$ cat src/logic/vga_pkg.sv
`default_nettype none

package vga_pkg;

	////////////////////////////////////////////////////////////
	// widths
	////////////////////////////////////////////////////////////

	// timing counters and active coordinates
	localparam int cnt_w = 12;
	localparam int rgb_w = 24;
	localparam int chan_w = 8;
	localparam int div_w = 3;
	localparam int op_w = 4;
	localparam int pat_w = 2;

	////////////////////////////////////////////////////////////
	// enums
	////////////////////////////////////////////////////////////

	// register opcodes on the config port
	typedef enum logic [op_w-1:0] {
		cfg_h_sync,
		cfg_h_bp,
		cfg_h_act,
		cfg_h_fp,
		cfg_v_sync,
		cfg_v_bp,
		cfg_v_act,
		cfg_v_fp,
		cfg_pix_div,
		cfg_pattern,
		cfg_commit
	} cfg_op_e;

	typedef enum logic [pat_w-1:0] {
		pattern_black,
		pattern_bars,
		pattern_ramp,
		pattern_checker
	} pattern_e;

	////////////////////////////////////////////////////////////
	// structs
	////////////////////////////////////////////////////////////

	typedef struct packed {
		cfg_op_e          op;
		logic [cnt_w-1:0] data;
	} cfg_req_t;

	// one complete timing set, periods in pixel clocks or lines
	typedef struct packed {
		logic [cnt_w-1:0] h_sync;
		logic [cnt_w-1:0] h_bp;
		logic [cnt_w-1:0] h_act;
		logic [cnt_w-1:0] h_fp;
		logic [cnt_w-1:0] v_sync;
		logic [cnt_w-1:0] v_bp;
		logic [cnt_w-1:0] v_act;
		logic [cnt_w-1:0] v_fp;
		logic [div_w-1:0] pix_div;
		pattern_e         pattern;
	} vid_cfg_t;

	typedef struct packed {
		logic             hs;
		logic             vs;
		logic             de;
		logic             valid;
		logic [cnt_w-1:0] x;
		logic [cnt_w-1:0] y;
	} vid_timing_t;

	typedef struct packed {
		logic             hs;
		logic             vs;
		logic             de;
		logic             valid;
		logic [rgb_w-1:0] rgb;
	} vid_pixel_t;

	// 640x480 standard timing, bars
	localparam vid_cfg_t cfg_default = '{
		h_sync: 12'd96, h_bp: 12'd48, h_act: 12'd640, h_fp: 12'd16,
		v_sync: 12'd2, v_bp: 12'd33, v_act: 12'd480, v_fp: 12'd10,
		pix_div: 3'd1, pattern: pattern_bars
	};

	// blank stream, syncs idle high
	localparam vid_timing_t timing_idle = '{
		hs: 1'b1, vs: 1'b1, de: 1'b0, valid: 1'b0, x: '0, y: '0
	};

	localparam vid_pixel_t pixel_idle = '{
		hs: 1'b1, vs: 1'b1, de: 1'b0, valid: 1'b0, rgb: '0
	};

endpackage

`default_nettype wire

$ cat src/logic/vga_cfg_regs.sv
`timescale 1ns/1ps
`default_nettype none

module vga_cfg_regs
	import vga_pkg::*;
(
	input  logic     in_pclk,
	input  logic     in_rstn,
	input  logic     cfg_valid,
	input  cfg_req_t cfg_req,
	output logic     cfg_ready,
	input  logic     frame_start,
	output vid_cfg_t active_cfg,
	output logic     run
);

	vid_cfg_t staging_cfg;
	vid_cfg_t pending_cfg;
	logic     pending;
	logic     cfg_fire;
	logic     is_commit;
	logic     apply;
	logic [div_w-1:0] div_field;

	// port stalls while a committed set waits for its frame
	assign cfg_ready = !pending;
	assign cfg_fire = cfg_valid && cfg_ready;
	assign is_commit = cfg_fire && (cfg_req.op == cfg_commit);

	// swap at the boundary, or right away before the raster runs
	assign apply = pending && (frame_start || !run);

	// divide by zero makes no sense, clamp to 1
	assign div_field = (cfg_req.data[div_w-1:0] == '0) ? div_w'(1)
		: cfg_req.data[div_w-1:0];

	////////////////////////////////////////////////////////////
	// staging set
	////////////////////////////////////////////////////////////

	always_ff @(posedge in_pclk)
	begin
		if (!in_rstn)
		begin
			staging_cfg <= cfg_default;
		end
		else if (cfg_fire)
		begin
			case (cfg_req.op)
				cfg_h_sync:  staging_cfg.h_sync <= cfg_req.data;
				cfg_h_bp:    staging_cfg.h_bp <= cfg_req.data;
				cfg_h_act:   staging_cfg.h_act <= cfg_req.data;
				cfg_h_fp:    staging_cfg.h_fp <= cfg_req.data;
				cfg_v_sync:  staging_cfg.v_sync <= cfg_req.data;
				cfg_v_bp:    staging_cfg.v_bp <= cfg_req.data;
				cfg_v_act:   staging_cfg.v_act <= cfg_req.data;
				cfg_v_fp:    staging_cfg.v_fp <= cfg_req.data;
				cfg_pix_div: staging_cfg.pix_div <= div_field;
				cfg_pattern: staging_cfg.pattern <= pattern_e'(cfg_req.data[pat_w-1:0]);
				// commit and unused codes leave staging alone
				default:     staging_cfg <= staging_cfg;
			endcase
		end
	end

	////////////////////////////////////////////////////////////
	// pending and active sets
	////////////////////////////////////////////////////////////

	// snapshot on commit
	always_ff @(posedge in_pclk)
	begin
		if (is_commit)
		begin
			pending_cfg <= staging_cfg;
		end
	end

	always_ff @(posedge in_pclk)
	begin
		if (!in_rstn)
		begin
			pending <= 1'b0;
			run <= 1'b0;
			active_cfg <= cfg_default;
		end
		else
		begin
			// commit only lands while nothing is pending, so no overlap with apply
			if (is_commit)
			begin
				pending <= 1'b1;
			end
			else if (apply)
			begin
				pending <= 1'b0;
			end

			if (apply)
			begin
				active_cfg <= pending_cfg;
				// first commit starts the raster, it never stops afterwards
				run <= 1'b1;
			end
		end
	end

endmodule

`default_nettype wire

$ cat src/logic/vga_timing_gen.sv
`timescale 1ns/1ps
`default_nettype none

module vga_timing_gen
	import vga_pkg::*;
(
	input  logic        in_pclk,
	input  logic        in_rstn,
	input  vid_cfg_t    active_cfg,
	input  logic        run,
	output logic        frame_start,
	output vid_timing_t timing
);

	// derived periods and enable windows
	logic [cnt_w-1:0] h_total;
	logic [cnt_w-1:0] h_de_start;
	logic [cnt_w-1:0] h_de_end;
	logic [cnt_w-1:0] v_total;
	logic [cnt_w-1:0] v_de_start;
	logic [cnt_w-1:0] v_de_end;

	logic [cnt_w-1:0] h_cnt;
	logic [cnt_w-1:0] v_cnt;
	logic             h_last;
	logic             v_last;
	logic             h_en;
	logic             v_en;

	logic [div_w-1:0] div_cnt;
	logic [cnt_w-1:0] x_cnt;
	logic [cnt_w-1:0] y_cnt;
	logic             de_fall;

	// stage0 is decoded straight from the counters
	vid_timing_t stage0;
	vid_timing_t stage1;
	vid_timing_t stage2;

	////////////////////////////////////////////////////////////
	// period decode
	////////////////////////////////////////////////////////////

	assign h_de_start = active_cfg.h_sync + active_cfg.h_bp;
	assign h_de_end = h_de_start + active_cfg.h_act;
	assign h_total = h_de_end + active_cfg.h_fp;

	assign v_de_start = active_cfg.v_sync + active_cfg.v_bp;
	assign v_de_end = v_de_start + active_cfg.v_act;
	assign v_total = v_de_end + active_cfg.v_fp;

	assign h_last = (h_cnt == h_total - 1'b1);
	assign v_last = (v_cnt == v_total - 1'b1);

	assign h_en = (h_cnt >= h_de_start) && (h_cnt < h_de_end);
	// vertical enable, whole active lines
	assign v_en = (v_cnt >= v_de_start) && (v_cnt < v_de_end);

	// config swap happens on this edge
	assign frame_start = run && h_last && v_last;

	////////////////////////////////////////////////////////////
	// raster counters
	////////////////////////////////////////////////////////////

	always_ff @(posedge in_pclk)
	begin
		if (!in_rstn || !run)
		begin
			h_cnt <= '0;
			v_cnt <= '0;
		end
		else if (h_last)
		begin
			h_cnt <= '0;
			if (v_last)
			begin
				v_cnt <= '0;
			end
			else
			begin
				v_cnt <= v_cnt + 1'b1;
			end
		end
		else
		begin
			h_cnt <= h_cnt + 1'b1;
		end
	end

	// syncs idle high while stopped
	always_comb
	begin
		stage0.hs = !run || (h_cnt >= active_cfg.h_sync);
		stage0.vs = !run || (v_cnt >= active_cfg.v_sync);
		stage0.de = run && h_en && v_en;
		stage0.valid = stage0.de && (div_cnt == '0);
		stage0.x = x_cnt;
		stage0.y = y_cnt;
	end

	assign de_fall = stage1.de && !stage0.de;

	////////////////////////////////////////////////////////////
	// pixel divider and active coordinates
	////////////////////////////////////////////////////////////

	// down-counter, first de cycle is always valid
	always_ff @(posedge in_pclk)
	begin
		if (!in_rstn || !stage0.de)
		begin
			div_cnt <= '0;
			x_cnt <= '0;
		end
		else if (stage0.valid)
		begin
			div_cnt <= active_cfg.pix_div - 1'b1;
			x_cnt <= x_cnt + 1'b1;
		end
		else
		begin
			div_cnt <= div_cnt - 1'b1;
		end
	end

	// y steps at the end of each active line
	always_ff @(posedge in_pclk)
	begin
		if (!in_rstn || !run)
		begin
			y_cnt <= '0;
		end
		else if (de_fall)
		begin
			if (y_cnt == active_cfg.v_act - 1'b1)
			begin
				y_cnt <= '0;
			end
			else
			begin
				y_cnt <= y_cnt + 1'b1;
			end
		end
	end

	////////////////////////////////////////////////////////////
	// output pipeline, two stages
	////////////////////////////////////////////////////////////

	always_ff @(posedge in_pclk)
	begin
		if (!in_rstn)
		begin
			stage1 <= timing_idle;
			stage2 <= timing_idle;
		end
		else
		begin
			stage1 <= stage0;
			stage2 <= stage1;
		end
	end

	assign timing = stage2;

endmodule

`default_nettype wire

$ cat src/logic/vga_pattern_gen.sv
`timescale 1ns/1ps
`default_nettype none

module vga_pattern_gen
	import vga_pkg::*;
(
	input  logic        in_pclk,
	input  logic        in_rstn,
	input  pattern_e    pattern,
	input  vid_timing_t timing,
	output vid_pixel_t  pixel
);

	logic [chan_w-1:0] red;
	logic [chan_w-1:0] green;
	logic [chan_w-1:0] blue;
	logic              tile;
	logic [rgb_w-1:0]  rgb_nxt;
	vid_pixel_t        pixel_q;

	////////////////////////////////////////////////////////////
	// colour select
	////////////////////////////////////////////////////////////

	// checker tiles are 8x8 pixels
	assign tile = timing.x[3] ^ timing.y[3];

	always_comb
	begin
		red = '0;
		green = '0;
		blue = '0;
		case (pattern)
			pattern_bars:
			begin
				// eight bars repeating every 8 pixels
				red = {chan_w{timing.x[2]}};
				green = {chan_w{timing.x[1]}};
				blue = {chan_w{timing.x[0]}};
			end
			pattern_ramp:
			begin
				// grey ramp
				red = timing.x[chan_w-1:0];
				green = timing.x[chan_w-1:0];
				blue = timing.x[chan_w-1:0];
			end
			pattern_checker:
			begin
				red = {chan_w{tile}};
				green = {chan_w{tile}};
				blue = {chan_w{tile}};
			end
			default:
			begin
				red = '0;
				green = '0;
				blue = '0;
			end
		endcase
	end

	// nothing drawn in blanking
	always_comb
	begin
		if (timing.de)
		begin
			rgb_nxt = {red, green, blue};
		end
		else
		begin
			rgb_nxt = '0;
		end
	end

	////////////////////////////////////////////////////////////
	// output register
	////////////////////////////////////////////////////////////

	// sync flags move with the colour so relative timing holds
	always_ff @(posedge in_pclk)
	begin
		if (!in_rstn)
		begin
			pixel_q <= pixel_idle;
		end
		else
		begin
			pixel_q.hs <= timing.hs;
			pixel_q.vs <= timing.vs;
			pixel_q.de <= timing.de;
			pixel_q.valid <= timing.valid;
			pixel_q.rgb <= rgb_nxt;
		end
	end

	assign pixel = pixel_q;

endmodule

`default_nettype wire

$ cat src/logic/vga_video_top.sv
`timescale 1ns/1ps
`default_nettype none

module vga_video_top
	import vga_pkg::*;
(
	input  logic       in_pclk,
	input  logic       in_rstn,
	input  logic       cfg_valid,
	input  cfg_req_t   cfg_req,
	output logic       cfg_ready,
	output vid_pixel_t pixel
);

	vid_cfg_t    active_cfg;
	logic        run;
	logic        frame_start;
	vid_timing_t timing;

	// register block, hands settings over at frame boundaries
	vga_cfg_regs u_cfg_regs (
		.in_pclk     (in_pclk),
		.in_rstn     (in_rstn),
		.cfg_valid   (cfg_valid),
		.cfg_req     (cfg_req),
		.cfg_ready   (cfg_ready),
		.frame_start (frame_start),
		.active_cfg  (active_cfg),
		.run         (run)
	);

	// raster timing, 2 cycles behind the counters
	vga_timing_gen u_timing_gen (
		.in_pclk     (in_pclk),
		.in_rstn     (in_rstn),
		.active_cfg  (active_cfg),
		.run         (run),
		.frame_start (frame_start),
		.timing      (timing)
	);

	// one more stage, pixel out lags the counters by 3
	vga_pattern_gen u_pattern_gen (
		.in_pclk (in_pclk),
		.in_rstn (in_rstn),
		.pattern (active_cfg.pattern),
		.timing  (timing),
		.pixel   (pixel)
	);

endmodule

`default_nettype wire

$ cat config.mk
export PLATFORM = sky130hd
export DESIGN_NAME = vga_video_top
export DESIGN_NICKNAME = d
export VERILOG_FILES = /design/src/logic/vga_pkg.sv /design/src/logic/vga_cfg_regs.sv /design/src/logic/vga_timing_gen.sv /design/src/logic/vga_pattern_gen.sv /design/src/logic/vga_video_top.sv
export SDC_FILE = /design/constraint.sdc
export NUM_CORES = 1
export LEC_CHECK = 0
export ABC_AREA = 1
export BUFFER_PORTS_ARGS = -buffer_cell sky130_fd_sc_hd__buf_2
export CAP_MARGIN = 20
export CORE_MARGIN = 4
export CORE_UTILIZATION = 39
export CTS_CLUSTER_SIZE = 25
export DETAILED_ROUTE_END_ITERATION = 8
export GPL_TIMING_DRIVEN = 0
export REMOVE_ABC_BUFFERS = 1
export SLEW_MARGIN = 0
export SYNTH_ARGS = -nofsm -noshare
export SYNTH_HDL_FRONTEND = slang
export SYNTH_SLANG_ARGS = --single-unit
$ cat constraint.sdc
create_clock -name in_pclk -period 7.2 [get_ports in_pclk]
set_input_delay 0.36 -clock in_pclk [delete_from_list [all_inputs] [get_ports in_pclk]]
set_output_delay 0.36 -clock in_pclk [all_outputs]
set_load 0.1 [all_outputs]
Word-level counts from Yosys, hierarchy flattened
Index checks and enable logic that the tools add are counted.
Widths: inputs -> output; s select.

storage, ports and cells
  word-level logic and storage cells = 137
  latch bits = 0
  output and inout port bits = 29
  bits in read-only memories = 0
  memory bits (writable) = 0
  register bits after elaboration = 416
  memories kept = 0
  input port bits = 19

operators by class
  bitwise operators = 1
  muxes and demuxes = 9
  $lt $le $gt $ge = 6
  multipliers = 0
  equal/unequal tests = 16
  reduce and logical (&&, ||, !) cells = 36
  shifts and indexed selects = 0
  add/subtract/negate cells = 15
  divide/modulo/power cells = 0

operators by type and width
  operator               number
  $add 12x12->12         6
  $pmux 8 s3             3
  $add 12x1->12 const B  4
  $ge 12x12->1           4
  $eq 12x12->1           3
  $sub 12x1->12 const B  3
  $lt 12x12->1           2
  $mux 12                2
  $reduce_and 2->1       11
  $eq 4x3->1 const B     4
  $eq 4x4->1 const B     3
  $logic_and 1x1->1      11
  $eq 4x2->1 const B     2
  $logic_not 3->1        2
  $mux 3                 2
  $sub 3x1->3 const B    2
  $logic_or 1x1->1       5
  $eq 2x2->1 const B     2
  $eq 4x1->1 const B     1
  $logic_not 1->1        4
  $logic_not 4->1        1
  $eq 2x1->1 const B     1
  $mux 1                 2
  $reduce_bool 2->1      1
  other kinds (2)        2

Longest topological paths before layout
Gate-level depths: netlist of run 1.

  word-level depth = 11
  depth in mapped cells = 34
  gate-level depth less buffers = 34

Cells and area by module
From an unflattened synthesis of run 1, not the netlist that was laid out.

second synthesis, totals
  cells, all modules = 2,876
  area, all modules = 22,201.3 um^2

by module, submodules not included
  module           instances  cells an instance  area an instance (um^2)  seq. area each (um^2)
  vga_cfg_regs     1          1,245              11,041.8                 7,116.8
  vga_timing_gen   1          1,499              10,142.2                 2,142.1
  vga_pattern_gen  1          132                1,017.2                  560.5

Worst setup path before layout of run 1
Ideal clock, no wire load.

  kind = register to register
  start = register u_cfg_regs.pending
  end = register u_cfg_regs.pending_cfg[0] (netlist bit), enable pin
  library setup time = 0.563 ns
  clock period less this slack = 6.348 ns
  stages on the path, launching flop included = 7
  arrival time = 5.785 ns
  path slack = 0.852 ns
  data required time = 6.637 ns
  buffers on the path = 1
  path through = dfxtp_1 -> clkbuf_1 -> inv_1 -> nand2_1 -> nor3_1 -> inv_1 -> nor2_1

on the way
  cells in the longest elaborated chain, start to end = 3

ends and longest elaborated chain
  item                      line                 source
  start, declared           vga_cfg_regs.sv:19   logic pending;
  start signal, assigned    vga_cfg_regs.sv:83   pending <= 1'b0;
  start signal, assigned    vga_cfg_regs.sv:92   pending <= 1'b1;
  start signal, assigned    vga_cfg_regs.sv:96   pending <= 1'b0;
  $logic_not 1->1           vga_cfg_regs.sv:26   assign cfg_ready = !pending;
  via cfg_ready             vga_video_top.sv:11  output logic cfg_ready,
  $logic_and 1x1->1         vga_cfg_regs.sv:27   assign cfg_fire = cfg_valid && cfg_ready;
  $logic_and 1x1->1         vga_cfg_regs.sv:28   assign is_commit = cfg_fire && (cfg_req.op == cfg_commit);
  via u_cfg_regs.is_commit  vga_cfg_regs.sv:21   logic is_commit;
  end signal, assigned      vga_cfg_regs.sv:75   pending_cfg <= staging_cfg;
  end, declared             vga_cfg_regs.sv:18   vid_cfg_t pending_cfg;

The timed path passes the listed nets, and every way through them passes these cells.
A chain may end at the register's enable or synchronous reset.

Worst setup path after layout of run 1
  start = register u_cfg_regs.active_cfg[41] (netlist name)
  end = register u_cfg_regs.active_cfg[82] (netlist name)

on the way
  cells in the longest elaborated chain, start to end = 8

ends and longest elaborated chain
  item               line                  source
  $add 12x12->12     vga_timing_gen.sv:48  assign v_de_start = active_cfg.v_sync + active_cfg.v_bp;
  $add 12x12->12     vga_timing_gen.sv:49  assign v_de_end = v_de_start + active_cfg.v_act;
  $add 12x12->12     vga_timing_gen.sv:50  assign v_total = v_de_end + active_cfg.v_fp;
  $sub 12x1->12      vga_timing_gen.sv:53  assign v_last = (v_cnt == v_total - 1'b1);
  $eq 12x12->1       vga_timing_gen.sv:53
  $logic_and 1x1->1  vga_timing_gen.sv:60  assign frame_start = run && h_last && v_last;
  $logic_or 1x1->1   vga_cfg_regs.sv:31    assign apply = pending && (frame_start || !run);
  $logic_and 1x1->1  vga_cfg_regs.sv:31

No other way between the ends.

==> flow_summary.ini, run 1 <==
[run_status]
status = finished clean

[grt]
gr-usage-all-layers_pct = 17.2
grt_pass1_vias = 15457
grt_first_pass_wirelength_mm = 80.4
grt_max_degree = 151
antenna_found_initial = 0
gr-total-overflow = 0

[critical_path]
cp_slowest_stage_delay_ps = 400
r2r_cells = 32
worstSetupStartpointType = flop
endpoint = u_cfg_regs.active_cfg[82]
r2r-end = u_cfg_regs.active_cfg[82]
reg2reg_setup_slack_ps = 640
worstPathRequired_ps = 7630
slowest_stage = dfxtp_1
r2r-start = u_cfg_regs.active_cfg[41]
crit_type = flop to flop
cp-startpoint = u_cfg_regs.active_cfg[41]
crit_path_end_kind = flop
cp_max_fo = 70
cp_common_cell = inv_1
cp.arrival_ps = 6990

[floorplan]
core_area_sq_mm = 0.0526
die_x_um = 238
ioPinCount = 48
placementRows = 84
die_area_sq_mm = 0.0568
chipHeight_um = 238
initial_core_util_pct = 39.4

[timing]
hold_viol = 0
fmax_mhz = 152
worstMarginPinSlew_ps = 994
setup_tns_ps = 0
period_share_pct = 91.2
setup_viol = 0
setup_ws_ps = 636
relSlewSlack_pct = 33.5
rsz0062_at_grt = false
layout_min_cycle_time_ps = 6560
fin_skew_ps = 16.9
slew_viol_final = 0

[pwr]
vdd_drop_max_uv = 142
powerDensity_mw_per_mm2 = 219
p_int_mw = 3.78
total_power_mw = 5.02
pwr-share-comb_pct = 8.3
sw_frac_of_total_pct = 24.7
p_switching_mw = 1.24
seq_power_share_pct = 47.3
pwr-share-clk_pct = 44.4
power.leakage_nw = 10.8

[cells_and_area]
layout-drive-gt1-share_pct = 6.30
area_growth_syn_to_layout_pct = 10.8
nFillCells = 5223
final_area_sq_mm = 0.0229
final_nets = 2801
final_cells = 3338
multi_input_area_sq_mm = 0.00957
regArea_sq_mm = 0.00914

[synth]
syn_inst = 2607
yosys_warnings = 0
syn_area_per_cell_sq_um = 7.94
ys_types = 47
synth_edf_count = 101
ys_seq_area_share_pct = 44.1
synth_flop_cell = dfxtp_1
async_reset_ff_share_pct = 0
ys_ff_latch = 406
syn_area_sq_mm = 0.0207

[routing]
route.detailed.drc = 0
wl_met2_mm = 22.7
drtAntennaViolNets = 0
vias_per_cell = 4.88
drtPass1Iterations = 5
num_vias = 16287
wl_per_cell_um = 14.9
drt-total-wl_mm = 49.6
top_layer_used = met4
drt-initial-drc-count = 997
wl_met1_mm = 23.6
dr_wl_met3_mm = 1.96

[clock_network]
postCtsHoldBufs = 0
cts_tree = done
cts_buffers = 42
cts_buffer_depth = 3
h-tree-depth = 2
root_buffer = clkbuf_16
clock_sinks = 406
clock_latency_ps = 580
path_clk_slew_ps = 60
post_cts_buffers = 0

[placed_design]
dp_slack_ps = 186
dp_hpwl_mm = 34.5
place_congestion = 0.876
io_buffers = 47
dp_cells = 3258
placed_area_sq_mm = 0.0215

[flow_run]
drv_cap = 0

[worst_hold_path]
hold_class = primary input to flop
[Yosys cell counts (16+ instances only)]
cell type  count  area, sq um
edfxtp_1     101         3030
dfxtp_1      305         6110
clkbuf_1      45          169
nor2_1       308         1160
ha_1         161         2010
nand3_1      220         1100
inv_1        388         1460
nor3_1        30          150
o21ai_0      113          566
xnor2_1       27          236
a21oi_1      199          996
nand2_1      454         1700
nand4_1       24          150
xor2_1        77          674
buf_6         16          180
[cells by family after synthesis]
family	synth area share, %
and+or+nand+nor	21.7
buffers and inverters	9.75
DFF	44.1
AOI/OAI and AO/OA	9.66
adders and majority gates	10.3
xor gates and xnor gates	4.40
[layout by cell type (no fill, tap or decap), types with 7 or more instances in the layout]
cell and instances:
clkinv_1 9, or2_2 8, xnor2_1 27, clkbuf_1 7
nand3b_1 7, nor3_1 30, o21bai_1 9, edfxtp_1 101
ha_1 161, nor2_1 307, nand3_1 220, nand4_1 24
xor2_1 77, buf_2 46, dfxtp_1 304, nand2_1 454
a21oi_1 199, o21ai_0 113, clkinv_2 8, clkbuf_16 44
inv_1 388, a21oi_2 14
[registers in the layout, summed over array words and instances (netlist names), 12 cells and up]
signal and flops:
u_cfg_regs.active_cfg 101, u_cfg_regs.pending_cfg 101, u_cfg_regs.staging_cfg 101, u_pattern_gen.pixel 28, u_timing_gen.stage1 13, u_timing_gen.timing 13
u_timing_gen.h_cnt 12, u_timing_gen.v_cnt 12, u_timing_gen.y_cnt 12
[layer usage]
| layer | up-vias | track usage, % |
|---|---|---|
| li1 | 8433 | - |
| met1 | 7510 | 23.9 |
| met2 | 279 | 27.8 |
| met3 | 65 | 2.44 |
| met4 | 0 | 5.14 |
| met5 | - | 0 |
[timing repair]
action | in CTS | in global routing
hold endpoints to repair | 0 | 0
resized for setup | 0 | 1
endpoints found under the setup margin | 0 | 18
[stage by stage]
step / util [%] / hold slack, ps
finish: 43.7 / 70.5
global route: 43.7 / 63.3
CTS: 43.6 / 38.6
detailed placement: 40.9 / 395
global placement: 40.5 / 395
floorplan: - / 390
[worst min path at each step]
stage	slack [ps]	endpoint	start	depth (start not counted)
final	70	u_cfg_regs.staging_cfg[4]	cfg_req[2]	3
after global placement	400	u_timing_gen.timing[19]	u_timing_gen.stage1[19]	2
after detailed placement	390	u_timing_gen.timing[17]	u_timing_gen.stage1[17]	2
after CTS	40	u_cfg_regs.staging_cfg[4]	cfg_req[2]	3
after floorplan	390	u_pattern_gen.pixel[24]	u_timing_gen.timing[24]	2
after global routing	60	u_cfg_regs.staging_cfg[4]	cfg_req[2]	3
[power groups by stage]
stage | logic (mW) | clock network (mW) | registers (mW)
after global placement | 0.408 | 0 | 2.43
after CTS | 0.418 | 2.29 | 2.37
after floorplan | 0.293 | 0 | 2.42
after detailed placement | 0.416 | 0 | 2.42
final | 0.418 | 2.23 | 2.37
after global routing | 0.480 | 2.38 | 2.37
[final cells by class]
cell class,instances,share of cell area (%)
antenna,1,0.0109
tap,688,3.75
clock buffer,55,5.10
sequential,406,39.9
clock inverter,23,1.12
timing repair buffer,57,1.94
multi-input combinational,1709,41.7
inverter,399,6.53
[critical path: cells and delay by family (launching register included)]
| kind | cells | cell delay [ps] |
|---|---|---|
| simple gates | 8 | 1310 |
| fa+ha+maj | 5 | 1470 |
| xor+xnor | 3 | 780 |
| compound gates | 9 | 1620 |
| buf+inv | 7 | 790 |
| flops | 1 | 400 |
Note: power is estimated with default switching activity, not from simulation.
==> inputs of run 2 (changes only) <==
GPL_TIMING_DRIVEN = unset   (was 0)
==> flow_summary.ini, run 2 (synthesis results as in run 1) <==
[grt]
antenna_found_initial = 0
grt_first_pass_wirelength_mm = 80.7
gr-usage-all-layers_pct = 17.2
busiest_layer = met2
grt_use_met1_pct = 25.2
grt_max_degree = 104
use_met2_pct = 27.1
gr-total-overflow = 0
grt_pass1_vias = 15445
gr-usage-met3_pct = 1.93

[routing]
num_vias = 16421
drt-total-wl_mm = 50.0
wl_per_cell_um = 15.0
drt-initial-drc-count = 1154
vias_per_cell = 4.91
route.detailed.drc = 0
drtAntennaViolNets = 0
drtPass1Iterations = 5

[critical_path]
cp-startpoint = u_cfg_regs.active_cfg[41]
cp_max_fo = 54
r2r-start = u_cfg_regs.active_cfg[41]
cp_slowest_stage_delay_ps = 470
r2r-end = u_cfg_regs.active_cfg[7]
r2r_cells = 31
cp.arrival_ps = 6660
crit_path_end_kind = flop
slowest_stage = buf_4
crit_type = flop to flop
worstSetupStartpointType = flop
worstPathRequired_ps = 7630
reg2reg_setup_slack_ps = 970
endpoint = u_cfg_regs.active_cfg[7]

[timing]
setup_viol = 0
fmax_mhz = 161
relSlewSlack_pct = 36.5
rsz0062_at_grt = false
worstMarginPinSlew_ps = 949
fin_skew_ps = 20.4
slew_viol_final = 0
layout_min_cycle_time_ps = 6230
setup_tns_ps = 0
hold_viol = 0
period_share_pct = 86.5

[clock_network]
post_cts_buffers = 0
cts_tree = done
postCtsHoldBufs = 0
clock_sinks = 406
path_clk_slew_ps = 70
cts_buffer_depth = 3
clock_latency_ps = 560
root_buffer = clkbuf_16
post_cts_resized = 0
h-tree-depth = 2
cts_buffers = 42

[cells_and_area]
mostFrequentLayoutCells = nand2_1 (454), inv_1 (388), nor2_1 (307)
regArea_sq_mm = 0.00914
final_nets = 2807
nFillCells = 5252
layout-drive-gt1-share_pct = 6.07
reg_top3 = u_cfg_regs.active_cfg: 101 flops, u_cfg_regs.pending_cfg: 101 flops, u_cfg_regs.staging_cfg: 101 flops
layout_commonest_cell = nand2_1
area_growth_syn_to_layout_pct = 10.5
multi_input_area_sq_mm = 0.00956
insertedDiodeCount = 0

[floorplan]
die_x_um = 238
die_area_sq_mm = 0.0568
ioPinCount = 48
chipHeight_um = 238
placementRows = 84
initial_core_util_pct = 39.4
core_area_sq_mm = 0.0526

[pwr]
vdd_drop_max_uv = 138
power.leakage_nw = 10.8
total_power_mw = 4.99
powerDensity_mw_per_mm2 = 218

[flow_run]
drv_cap = 0

[placed_design]
io_buffers = 47
dp_hpwl_mm = 35.5
place_congestion = 0.889

[worst_hold_path]
hold_class = primary input to flop

[run_status]
status = finished clean
-- run 2: cell count changes in the layout (fill, tap and decap cells not counted), moves of 2 or more --
cell / before / now
inv_6: 2 / 0
buf_12: 5 / 2
clkinv_2: 8 / 4
clkinv_4: 3 / 0
clkinv_1: 9 / 12
clkbuf_1: 7 / 14
inv_4: 4 / 0
buf_4: 1 / 13
-- run 2: worst max-delay path: cells and delay by family, from the launching register on --
family	cells	cell delay (ps)
fa+ha+maj	5	1540
xor+xnor	4	910
flops	1	360
buf+inv	5	720
compound gates	7	1180
simple gates	10	1350
-- run 2: area by class of cell --
| type | count | area share [%] |
|---|---|---|
| inverters | 399 | 6.55 |
| multi-input cells | 1709 | 41.8 |
| flip-flops and latches | 406 | 40.0 |
| clock buffers | 65 | 5.51 |
| well taps | 688 | 3.76 |
| clock inverters | 11 | 0.662 |
| repair buffers | 63 | 1.78 |
-- run 2: per-layer routing --
layer	vias to the layer above	part of all wire (%)
met5	-	0
met4	0	2.4
met3	67	4.0
met2	330	44
met1	7585	50
li1	8439	-
-- run 2: through the flow --
step | hold WS [ps] | worst slack, ps | utilization (%) | cells | area [sq um]
2_1_floorplan | 390 | -1360 | - | 2514 | 20200
3_3_place_gp | 395 | 1100 | 40.8 | 3263 | 21400
3_5_place_dp | 399 | 1050 | 40.8 | 3263 | 21400
4_1_cts | 81.2 | 974 | 43.5 | 3339 | 22800
5_1_grt | 104 | 388 | 43.5 | 3341 | 22900
6_report | 103 | 973 | 43.5 | 3341 | 22900
-- run 2: how the worst min path moves through the flow --
stage	start	endpoint	slack [ps]	depth (start not counted)
CTS	cfg_req[2]	u_cfg_regs.staging_cfg[4]	80	3
global placement	u_timing_gen.stage1[19]	u_timing_gen.timing[19]	400	2
floorplan	u_timing_gen.timing[24]	u_pattern_gen.pixel[24]	390	2
finish	cfg_req[2]	u_cfg_regs.staging_cfg[4]	100	3
detailed placement	u_timing_gen.stage1[18]	u_timing_gen.timing[18]	400	2
global route	cfg_req[2]	u_cfg_regs.staging_cfg[4]	100	3
-- run 2: power by group --
group | leakage (nW) | internal [mW] | total [mW] | switching [mW]
Combinational | 6.84 | 0.143 | 0.412 | 0.269
Clock | 0.688 | 1.32 | 2.21 | 0.889
Sequential | 3.28 | 2.36 | 2.37 | 0.0155
Total | 10.8 | 3.82 | 4.99 | 1.17
